$ cat config.mk
export PLATFORM = sky130hd
export DESIGN_NAME = ntm_vector_unit
export DESIGN_NICKNAME = d
export VERILOG_FILES = /design/src/design/ntm_arith_pkg.sv /design/src/design/ntm_ctrl_pkg.sv /design/src/design/ntm_scalar_multiplier.sv /design/src/design/ntm_vector_multiplier.sv /design/src/design/ntm_vector_adder.sv /design/src/design/ntm_vector_reducer.sv /design/src/design/ntm_vector_unit.sv
export SDC_FILE = /design/constraint.sdc
export NUM_CORES = 2
export LEC_CHECK = 0
export BUFFER_PORTS_ARGS = -buffer_cell sky130_fd_sc_hd__buf_4
export CAP_MARGIN = 40
export CORE_MARGIN = 5
export CORE_UTILIZATION = 49
export DETAILED_ROUTE_END_ITERATION = 10
export GPL_TIMING_DRIVEN = 0
export PLACE_DENSITY = 0.72
export SETUP_SLACK_MARGIN = 0.1
export SLEW_MARGIN = 15
export SYNTH_ARGS = -nofsm -noshare
export SYNTH_HDL_FRONTEND = slang
export SYNTH_SLANG_ARGS = --single-unit
export TNS_END_PERCENT = 1
$ cat constraint.sdc
create_clock -name CLK -period 30.7 [get_ports CLK]
set_input_delay 4.605 -clock CLK [delete_from_list [all_inputs] [get_ports CLK]]
set_output_delay 4.605 -clock CLK [all_outputs]
set_load 0.01 [all_outputs]
$ cat src/design/ntm_arith_pkg.sv
// Word width, word type and modular add helper, imported by the datapath modules
package ntm_arith_pkg;

  ////////////////////////////////////////////////////////////
  // Word definitions
  ////////////////////////////////////////////////////////////

  // Default width, the top level passes its own value down
  localparam int DATA_SIZE = 32;

  // Unsigned residue word
  typedef logic [DATA_SIZE-1:0] word_t;

  ////////////////////////////////////////////////////////////
  // Modular helpers
  ////////////////////////////////////////////////////////////

  // Sum of two residues, reduced once by the modulus
  // Both inputs must already be below m
  function automatic word_t mod_add(input word_t a, input word_t b, input word_t m);
    logic [DATA_SIZE:0] sum;
    // Extra bit keeps the carry
    sum = {1'b0, a} + {1'b0, b};
    if (sum >= {1'b0, m}) begin
      sum = sum - {1'b0, m};
    end
    return sum[DATA_SIZE-1:0];
  endfunction

endpackage

$ cat src/design/ntm_ctrl_pkg.sv
// Sequencing state encodings, imported by the element capture FSMs
package ntm_ctrl_pkg;

  ////////////////////////////////////////////////////////////
  // Element sequencing
  ////////////////////////////////////////////////////////////

  // Idle until START, input while collecting operands,
  // finish while the element result is produced
  typedef enum logic [1:0] {
    STATE_IDLE   = 2'd0,
    STATE_INPUT  = 2'd1,
    STATE_FINISH = 2'd2
  } seq_state_t;

endpackage

$ cat src/design/ntm_scalar_multiplier.sv
// Bit-serial modular multiplier, START latches operands and READY pulses with the product
`timescale 1ns/100ps

module ntm_scalar_multiplier import ntm_arith_pkg::*; #(
  parameter int DATA_SIZE = 32
) (
  input  logic                 CLK,
  input  logic                 RST,
  input  logic                 START,
  output logic                 READY,
  input  logic [DATA_SIZE-1:0] MODULO_IN,
  input  logic [DATA_SIZE-1:0] DATA_A_IN,
  input  logic [DATA_SIZE-1:0] DATA_B_IN,
  output logic [DATA_SIZE-1:0] DATA_OUT
);

  localparam int IDX_W = $clog2(DATA_SIZE);

  // Latched operands
  logic [DATA_SIZE-1:0] a_reg;
  logic [DATA_SIZE-1:0] b_reg;
  logic [DATA_SIZE-1:0] mod_reg;
  // Running residue
  logic [DATA_SIZE-1:0] acc;
  logic [DATA_SIZE-1:0] acc_dbl;
  logic [DATA_SIZE-1:0] acc_next;
  // Current bit of B, top bit first
  logic [IDX_W-1:0]     bit_idx;
  logic                 busy;

  ////////////////////////////////////////////////////////////
  // One interleaved step, acc = 2*acc + b[i]*a mod m
  ////////////////////////////////////////////////////////////

  always_comb begin
    acc_dbl  = DATA_SIZE'(mod_add(word_t'(acc), word_t'(acc), word_t'(mod_reg)));
    acc_next = acc_dbl;
    if (b_reg[bit_idx]) begin
      acc_next = DATA_SIZE'(mod_add(word_t'(acc_dbl), word_t'(a_reg), word_t'(mod_reg)));
    end
  end

  // Operand capture and accumulator
  always_ff @(posedge CLK) begin
    if (START) begin
      a_reg   <= DATA_A_IN;
      b_reg   <= DATA_B_IN;
      mod_reg <= MODULO_IN;
      acc     <= '0;
    end else if (busy) begin
      acc <= acc_next;
    end
  end

  // Bit counter and result strobe
  always_ff @(posedge CLK or posedge RST) begin
    if (RST) begin
      busy     <= 1'b0;
      bit_idx  <= '0;
      READY    <= 1'b0;
      DATA_OUT <= '0;
    end else begin
      READY <= 1'b0;
      if (START) begin
        busy    <= 1'b1;
        bit_idx <= IDX_W'(DATA_SIZE - 1);
      end else if (busy) begin
        if (bit_idx == '0) begin
          // Last bit, publish the residue
          busy     <= 1'b0;
          READY    <= 1'b1;
          DATA_OUT <= acc_next;
        end else begin
          bit_idx <= bit_idx - 1'b1;
        end
      end
    end
  end

endmodule

$ cat src/design/ntm_vector_multiplier.sv
// Element-wise modular product stage, collects operand pairs and runs the scalar multiplier
`timescale 1ns/100ps

module ntm_vector_multiplier import ntm_ctrl_pkg::*; #(
  parameter int DATA_SIZE = 32
) (
  input  logic                 CLK,
  input  logic                 RST,
  input  logic                 START,
  input  logic [DATA_SIZE-1:0] MODULO_IN,
  input  logic [DATA_SIZE-1:0] SIZE_IN,
  input  logic                 DATA_A_IN_ENABLE,
  input  logic                 DATA_B_IN_ENABLE,
  input  logic [DATA_SIZE-1:0] DATA_A_IN,
  input  logic [DATA_SIZE-1:0] DATA_B_IN,
  output logic                 PRODUCT_ENABLE,
  output logic [DATA_SIZE-1:0] PRODUCT
);

  seq_state_t           state;

  // Arrival flags, one per operand
  logic                 a_held;
  logic                 b_held;
  // Operand and modulus holding registers
  logic [DATA_SIZE-1:0] a_reg;
  logic [DATA_SIZE-1:0] b_reg;
  logic [DATA_SIZE-1:0] mod_reg;

  // Scalar multiplier handshake
  logic                 start_scalar;
  logic                 ready_scalar;
  logic [DATA_SIZE-1:0] result_scalar;

  ////////////////////////////////////////////////////////////
  // Operand capture
  ////////////////////////////////////////////////////////////

  always_ff @(posedge CLK) begin
    if (START) begin
      mod_reg <= MODULO_IN;
    end
    if (state == STATE_INPUT && DATA_A_IN_ENABLE) begin
      a_reg <= DATA_A_IN;
    end
    if (state == STATE_INPUT && DATA_B_IN_ENABLE) begin
      b_reg <= DATA_B_IN;
    end
  end

  ////////////////////////////////////////////////////////////
  // Sequencing FSM
  ////////////////////////////////////////////////////////////

  always_ff @(posedge CLK or posedge RST) begin
    if (RST) begin
      state          <= STATE_IDLE;
      a_held         <= 1'b0;
      b_held         <= 1'b0;
      start_scalar   <= 1'b0;
      PRODUCT_ENABLE <= 1'b0;
      PRODUCT        <= '0;
    end else begin
      start_scalar   <= 1'b0;
      PRODUCT_ENABLE <= 1'b0;
      if (START) begin
        a_held <= 1'b0;
        b_held <= 1'b0;
        // Zero-length vector takes no elements
        state  <= (SIZE_IN != '0) ? STATE_INPUT : STATE_IDLE;
      end else begin
        case (state)
          STATE_INPUT: begin
            if (DATA_A_IN_ENABLE) begin
              a_held <= 1'b1;
            end
            if (DATA_B_IN_ENABLE) begin
              b_held <= 1'b1;
            end
            // Both operands in hand, kick the multiplier
            if (a_held && b_held) begin
              start_scalar <= 1'b1;
              a_held       <= 1'b0;
              b_held       <= 1'b0;
              state        <= STATE_FINISH;
            end
          end
          STATE_FINISH: begin
            if (ready_scalar) begin
              PRODUCT        <= result_scalar;
              PRODUCT_ENABLE <= 1'b1;
              state          <= STATE_INPUT;
            end
          end
          // Idle waits for START
          default: state <= STATE_IDLE;
        endcase
      end
    end
  end

  ntm_scalar_multiplier #(
    .DATA_SIZE(DATA_SIZE)
  ) u_scalar_multiplier (
    .CLK      (CLK),
    .RST      (RST),
    .START    (start_scalar),
    .READY    (ready_scalar),
    .MODULO_IN(mod_reg),
    .DATA_A_IN(a_reg),
    .DATA_B_IN(b_reg),
    .DATA_OUT (result_scalar)
  );

endmodule

$ cat src/design/ntm_vector_adder.sv
// Element-wise modular sum stage, collects operand pairs and adds them in one cycle
`timescale 1ns/100ps

module ntm_vector_adder import ntm_arith_pkg::*, ntm_ctrl_pkg::*; #(
  parameter int DATA_SIZE = 32
) (
  input  logic                 CLK,
  input  logic                 RST,
  input  logic                 START,
  input  logic [DATA_SIZE-1:0] MODULO_IN,
  input  logic                 DATA_A_IN_ENABLE,
  input  logic                 DATA_B_IN_ENABLE,
  input  logic [DATA_SIZE-1:0] DATA_A_IN,
  input  logic [DATA_SIZE-1:0] DATA_B_IN,
  output logic                 SUM_ENABLE,
  output logic [DATA_SIZE-1:0] SUM
);

  seq_state_t           state;
  logic                 a_held;
  logic                 b_held;
  logic [DATA_SIZE-1:0] a_reg;
  logic [DATA_SIZE-1:0] b_reg;
  logic [DATA_SIZE-1:0] mod_reg;

  // Operand capture, modulus on START
  always_ff @(posedge CLK) begin
    if (START) begin
      mod_reg <= MODULO_IN;
    end
    if (state == STATE_INPUT && DATA_A_IN_ENABLE) begin
      a_reg <= DATA_A_IN;
    end
    if (state == STATE_INPUT && DATA_B_IN_ENABLE) begin
      b_reg <= DATA_B_IN;
    end
  end

  ////////////////////////////////////////////////////////////
  // Sequencing FSM, finish is the cycle with both held
  ////////////////////////////////////////////////////////////

  always_ff @(posedge CLK or posedge RST) begin
    if (RST) begin
      state      <= STATE_IDLE;
      a_held     <= 1'b0;
      b_held     <= 1'b0;
      SUM_ENABLE <= 1'b0;
      SUM        <= '0;
    end else begin
      SUM_ENABLE <= 1'b0;
      if (START) begin
        a_held <= 1'b0;
        b_held <= 1'b0;
        state  <= STATE_INPUT;
      end else begin
        case (state)
          STATE_INPUT: begin
            if (DATA_A_IN_ENABLE) begin
              a_held <= 1'b1;
            end
            if (DATA_B_IN_ENABLE) begin
              b_held <= 1'b1;
            end
            // Second operand lands now, both held next cycle
            if ((a_held || DATA_A_IN_ENABLE) && (b_held || DATA_B_IN_ENABLE)) begin
              state <= STATE_FINISH;
            end
          end
          STATE_FINISH: begin
            SUM        <= DATA_SIZE'(mod_add(word_t'(a_reg), word_t'(b_reg), word_t'(mod_reg)));
            SUM_ENABLE <= 1'b1;
            a_held     <= 1'b0;
            b_held     <= 1'b0;
            state      <= STATE_INPUT;
          end
          default: state <= STATE_IDLE;
        endcase
      end
    end
  end

endmodule

$ cat src/design/ntm_vector_reducer.sv
// Pairs product and sum streams per element and accumulates inner product and total
`timescale 1ns/100ps

module ntm_vector_reducer import ntm_arith_pkg::*; #(
  parameter int DATA_SIZE = 32
) (
  input  logic                 CLK,
  input  logic                 RST,
  input  logic                 START,
  input  logic [DATA_SIZE-1:0] MODULO_IN,
  input  logic [DATA_SIZE-1:0] SIZE_IN,
  input  logic                 PRODUCT_ENABLE,
  input  logic [DATA_SIZE-1:0] PRODUCT,
  input  logic                 SUM_ENABLE,
  input  logic [DATA_SIZE-1:0] SUM,
  output logic                 DATA_OUT_ENABLE,
  output logic [DATA_SIZE-1:0] PRODUCT_OUT,
  output logic [DATA_SIZE-1:0] SUM_OUT,
  output logic                 READY,
  output logic [DATA_SIZE-1:0] DOT_OUT,
  output logic [DATA_SIZE-1:0] TOTAL_OUT
);

  // Result holding, whichever arrives first waits here
  logic [DATA_SIZE-1:0] prod_reg;
  logic [DATA_SIZE-1:0] sum_reg;
  logic                 prod_held;
  logic                 sum_held;
  // Vector parameters from START
  logic [DATA_SIZE-1:0] mod_reg;
  logic [DATA_SIZE-1:0] size_reg;
  // Element count and accumulators
  logic [DATA_SIZE-1:0] count;
  logic [DATA_SIZE-1:0] dot_acc;
  logic [DATA_SIZE-1:0] total_acc;
  logic [DATA_SIZE-1:0] dot_next;
  logic [DATA_SIZE-1:0] total_next;
  logic                 active;
  logic                 pair_ready;

  assign pair_ready = active && prod_held && sum_held;
  assign dot_next   = DATA_SIZE'(mod_add(word_t'(dot_acc), word_t'(prod_reg), word_t'(mod_reg)));
  assign total_next = DATA_SIZE'(mod_add(word_t'(total_acc), word_t'(sum_reg), word_t'(mod_reg)));

  always_ff @(posedge CLK) begin
    if (START) begin
      mod_reg  <= MODULO_IN;
      size_reg <= SIZE_IN;
    end
    if (PRODUCT_ENABLE) begin
      prod_reg <= PRODUCT;
    end
    if (SUM_ENABLE) begin
      sum_reg <= SUM;
    end
  end

  ////////////////////////////////////////////////////////////
  // Pairing, accumulation and end of vector
  ////////////////////////////////////////////////////////////

  always_ff @(posedge CLK or posedge RST) begin
    if (RST) begin
      active          <= 1'b0;
      prod_held       <= 1'b0;
      sum_held        <= 1'b0;
      count           <= '0;
      dot_acc         <= '0;
      total_acc       <= '0;
      DATA_OUT_ENABLE <= 1'b0;
      READY           <= 1'b0;
      PRODUCT_OUT     <= '0;
      SUM_OUT         <= '0;
      DOT_OUT         <= '0;
      TOTAL_OUT       <= '0;
    end else begin
      DATA_OUT_ENABLE <= 1'b0;
      READY           <= 1'b0;
      if (START) begin
        // New vector, drop earlier elements
        active    <= 1'b1;
        prod_held <= 1'b0;
        sum_held  <= 1'b0;
        count     <= '0;
        dot_acc   <= '0;
        total_acc <= '0;
      end else begin
        if (PRODUCT_ENABLE) begin
          prod_held <= 1'b1;
        end
        if (SUM_ENABLE) begin
          sum_held <= 1'b1;
        end
        if (pair_ready) begin
          prod_held       <= 1'b0;
          sum_held        <= 1'b0;
          DATA_OUT_ENABLE <= 1'b1;
          PRODUCT_OUT     <= prod_reg;
          SUM_OUT         <= sum_reg;
          dot_acc         <= dot_next;
          total_acc       <= total_next;
          if (count == size_reg - 1'b1) begin
            // Last element, READY rides on its strobe
            READY     <= 1'b1;
            DOT_OUT   <= dot_next;
            TOTAL_OUT <= total_next;
            active    <= 1'b0;
          end else begin
            count <= count + 1'b1;
          end
        end
      end
    end
  end

endmodule

$ cat src/design/ntm_vector_unit.sv
// Vector arithmetic unit top, the multiplier and adder engines feeding the reducer
`timescale 1ns/100ps

module ntm_vector_unit #(
  parameter int DATA_SIZE = ntm_arith_pkg::DATA_SIZE
) (
  input  logic                 CLK,
  input  logic                 RST,
  input  logic                 START,
  input  logic [DATA_SIZE-1:0] MODULO_IN,
  input  logic [DATA_SIZE-1:0] SIZE_IN,
  input  logic                 DATA_A_IN_ENABLE,
  input  logic                 DATA_B_IN_ENABLE,
  input  logic [DATA_SIZE-1:0] DATA_A_IN,
  input  logic [DATA_SIZE-1:0] DATA_B_IN,
  output logic                 DATA_OUT_ENABLE,
  output logic [DATA_SIZE-1:0] PRODUCT_OUT,
  output logic [DATA_SIZE-1:0] SUM_OUT,
  output logic                 READY,
  output logic [DATA_SIZE-1:0] DOT_OUT,
  output logic [DATA_SIZE-1:0] TOTAL_OUT
);

  // Engine result streams
  logic                 product_enable;
  logic [DATA_SIZE-1:0] product;
  logic                 sum_enable;
  logic [DATA_SIZE-1:0] sum;

  // Product engine
  ntm_vector_multiplier #(
    .DATA_SIZE(DATA_SIZE)
  ) u_multiplier (
    .CLK             (CLK),
    .RST             (RST),
    .START           (START),
    .MODULO_IN       (MODULO_IN),
    .SIZE_IN         (SIZE_IN),
    .DATA_A_IN_ENABLE(DATA_A_IN_ENABLE),
    .DATA_B_IN_ENABLE(DATA_B_IN_ENABLE),
    .DATA_A_IN       (DATA_A_IN),
    .DATA_B_IN       (DATA_B_IN),
    .PRODUCT_ENABLE  (product_enable),
    .PRODUCT         (product)
  );

  // Sum engine
  ntm_vector_adder #(
    .DATA_SIZE(DATA_SIZE)
  ) u_adder (
    .CLK             (CLK),
    .RST             (RST),
    .START           (START),
    .MODULO_IN       (MODULO_IN),
    .DATA_A_IN_ENABLE(DATA_A_IN_ENABLE),
    .DATA_B_IN_ENABLE(DATA_B_IN_ENABLE),
    .DATA_A_IN       (DATA_A_IN),
    .DATA_B_IN       (DATA_B_IN),
    .SUM_ENABLE      (sum_enable),
    .SUM             (sum)
  );

  ntm_vector_reducer #(
    .DATA_SIZE(DATA_SIZE)
  ) u_reducer (
    .CLK            (CLK),
    .RST            (RST),
    .START          (START),
    .MODULO_IN      (MODULO_IN),
    .SIZE_IN        (SIZE_IN),
    .PRODUCT_ENABLE (product_enable),
    .PRODUCT        (product),
    .SUM_ENABLE     (sum_enable),
    .SUM            (sum),
    .DATA_OUT_ENABLE(DATA_OUT_ENABLE),
    .PRODUCT_OUT    (PRODUCT_OUT),
    .SUM_OUT        (SUM_OUT),
    .READY          (READY),
    .DOT_OUT        (DOT_OUT),
    .TOTAL_OUT      (TOTAL_OUT)
  );

endmodule

==> results.py <==
metrics = {
    "run_status": {
        "status": "completed",
    },
    "floorplan": {
        "core_area_sq_um": 86800,
        "rows": 108,
        "ioPinCount": 263,
        "die_w_um": 305,
        "initial_core_util": 0.493,
        "fp.dieArea_sq_um": 93300,
        "die_y_um": 305,
    },
    "worst_setup_path": {
        "cp-startpoint": "u_multiplier.u_scalar_multiplier.mod_reg[1]",
        "r2r_end": "u_multiplier.u_scalar_multiplier.DATA_OUT[17]",
        "path_delay_family": "compound AO/OA/AOI/OAI gates",
        "worst_path_largest_cell_delay_ns": 0.76,
        "rrSetupSlack_ns": 20.51,
        "cp-end-kind": "register",
        "critPathKind": "reg2reg",
        "cp_num_buf_inv": 7,
        "start_kind": "register",
        "worstSetupEndpoint": "u_multiplier.u_scalar_multiplier.DATA_OUT[17]",
        "reg2reg_depth": 36,
        "crit_fanout": 10,
        "critical_path_arrival_ns": 10.74,
        "reg2reg_from": "u_multiplier.u_scalar_multiplier.mod_reg[1]",
        "cp.required_ns": 31.25,
        "worstSetupPathDepth": 36,
        "slowest_stage": "a2111oi_0",
    },
    "sta": {
        "worst_pin_slew_ns": 0.933,
        "finalHoldViolations": 0,
        "timing.final.crit_share": 0.332,
        "rsz0062_at_grt": "no",
        "slew_headroom": 0.373,
        "fmax_ghz": 0.0982,
        "setup_violations": 0,
        "final_max_slew_viol_count": 0,
        "clock_skew_ns": 0.0374,
        "min_period_ns": 10.19,
        "fin_setup_tns_ns": 0,
    },
    "yosys": {
        "synth_nets": 4675,
        "async_reset_ff_frac": 0.472,
        "synth_warnings": 0,
        "synth-edff-count": 352,
        "synth_area_leaders": "edfxtp_1, dfrtp_1, ha_1",
        "synth-seq-cells": 727,
        "syn-cell-area_sq_um": 42800,
        "synth_flop_cell": "edfxtp_1",
        "yosysSeqAreaShare": 0.463,
        "synth_top_area_share": 0.247,
        "post-synth-top-area-cell": "edfxtp_1",
        "synth.avg_cell_area_sq_um": 10.1,
        "synth_cell_types": 92,
        "syn_inst": 4241,
    },
    "route": {
        "drt_iter0_drc": 3071,
        "met2_length_um": 61900,
        "route.top_layer_used": "met4",
        "wl_met1_um": 58900,
        "ant_nets": 0,
        "wl_um": 136000,
        "drc": 0,
        "via_count": 34800,
        "viasPerCell": 5.97,
        "drtPass1Iterations": 6,
        "routedWlPerCell_um": 23.4,
        "met3WireLength_um": 10800,
    },
    "power_and_ir_drop": {
        "power_density_nw_per_um2": 102,
        "p_leak_uw": 0.0216,
        "ir_worst_vdd_uv": 99.8,
    },
    "cts": {
        "cts_setup_buffers": 0,
        "cts_resized": 0,
        "cts_inserted_buffers": 80,
        "cts_sinks": 727,
        "clkTransAtPathRegs_ns": 0.06,
        "ctsHoldBuffers": 0,
        "clockBufferDepth": 3,
        "root_buffer": "clkbuf_16",
        "cts_tree": "done",
        "clk-insertion-delay-late_ns": 0.64,
        "htreeDepth": 3,
    },
    "placed_design": {
        "numPortBuffers": 262,
        "gp_congestion": 0.985,
        "placed_area_sq_um": 46500,
        "hpwl_um": 108000,
    },
    "grt": {
        "antenna_found_initial": 3,
        "grt_pass1_vias": 33400,
        "grt-ovfl-total": 0,
        "grt_usage": 0.282,
        "grt_pass1_wl_um": 204000,
        "grt_start_max_net_pins": 104,
    },
    "final_layout": {
        "seqCellArea_sq_um": 19800,
        "stdcell_area_sq_um": 49100,
        "final_nets": 5038,
        "syn_to_final_growth_pct": 14.8,
        "multi_input_area_sq_um": 21800,
        "layout-drive-gt1-share": 0.116,
        "fillers": 7525,
    },
    "min_path": {
        "worstHoldStart": "u_multiplier.a_reg[22]",
        "min_path_type": "reg2reg",
    },
    "job": {
        "maxCapViolCount": 0,
    },
}
## logic make-up (layout without fill, tap and decap cells)
group,count (synthesis),in the layout,synth area share
DFF,727,727,0.463
and+or+nand+nor,1260,1260,0.141
AOI/OAI and AO/OA,1200,1200,0.177
muxes,148,148,0.0392
other,0,1,0
xor gates and xnor gates,301,301,0.0617
buffers and inverters,304,731,0.0278
adders and majority gates,301,301,0.0897
## worst min-delay path by stage
stage	end	slack [ns]	cells after the start
after detailed placement	u_multiplier.u_scalar_multiplier.a_reg[11]	0.40	0
after global routing	u_multiplier.u_scalar_multiplier.b_reg[3]	0.43	0
after floorplan	u_multiplier.u_scalar_multiplier.a_reg[0]	0.40	0
after CTS	u_multiplier.u_scalar_multiplier.a_reg[22]	0.41	0
final	u_multiplier.u_scalar_multiplier.a_reg[22]	0.41	0
after global placement	u_multiplier.u_scalar_multiplier.b_reg[29]	0.40	0
## final cells by class
cell class / count / share of cell area
Antenna cell: 1 / 0.0000510
Tap cell: 1155 / 0.0294
Clock buffer: 107 / 0.0457
Sequential cell: 727 / 0.403
Buffer: 140 / 0.0117
Multi-Input combinational cell: 3210 / 0.444
Inverter: 164 / 0.0127
Timing Repair Buffer: 281 / 0.0459
Clock inverter: 39 / 0.00696
## worst reg2reg max path: cells and delay by family, from the launching register on
family	cells	cell delay [ns]
flip-flops	1	0.40
XOR/XNOR	1	0.19
adder cells (fa/ha/maj)	3	1.08
buffers and inverters	7	1.61
AND/OR/NAND/NOR	6	1.33
AO/OA/AOI/OAI	18	5.19
multiplexers	1	0.31
## cells in the mapped netlist, drive strengths merged, types with 59 or more instances
library cell / number
a21o: 142
xnor2: 200
inv: 164
nand3: 69
ha: 292
a211oi: 98
nand2: 499
o21ai: 322
a21oi: 310
nor2: 271
nor3: 59
edfxtp: 352
mux2i: 81
xor2: 101
nand2b: 59
clkbuf: 108
dfrtp: 343
## where the power goes
part	internal, uW	switching (uW)
clock network	544	406
registers	1130	66.7
logic	1090	1770
## per-layer routing
layer,track usage,vias up
met2,0.453,1401
met4,0.0826,0
met5,0,-
met1,0.399,16800
li1,-,16300
met3,0.0458,223
## stage by stage
stage,hold slack [ns],cells,util,power (uW),setup slack (ns)
finish,0.413,5824,0.566,5010,20.51
global route,0.426,5823,0.566,5280,20.10
CTS,0.407,5823,0.566,4930,20.65
detailed placement,0.405,5677,0.536,3980,20.72
global placement,0.401,5658,0.532,3950,12.43
floorplan,0.400,4241,-,3200,16.59
## cell usage in the layout, fill, tap and decap left out, drive strengths merged, types with 49 or more instances in the layout
master / count
nand2: 499
a21oi: 310
a211oi: 98
nor2: 271
mux2: 57
nand4: 51
xor2: 101
mux2i: 81
nand2b: 59
nor3: 59
xnor2: 200
clkbuf: 215
edfxtp: 352
nor2b: 49
o21ai: 322
nand3: 69
a21o: 142
ha: 292
buf: 313
dfrtp: 343
inv: 173
Power figures use the tool's default switching activity.
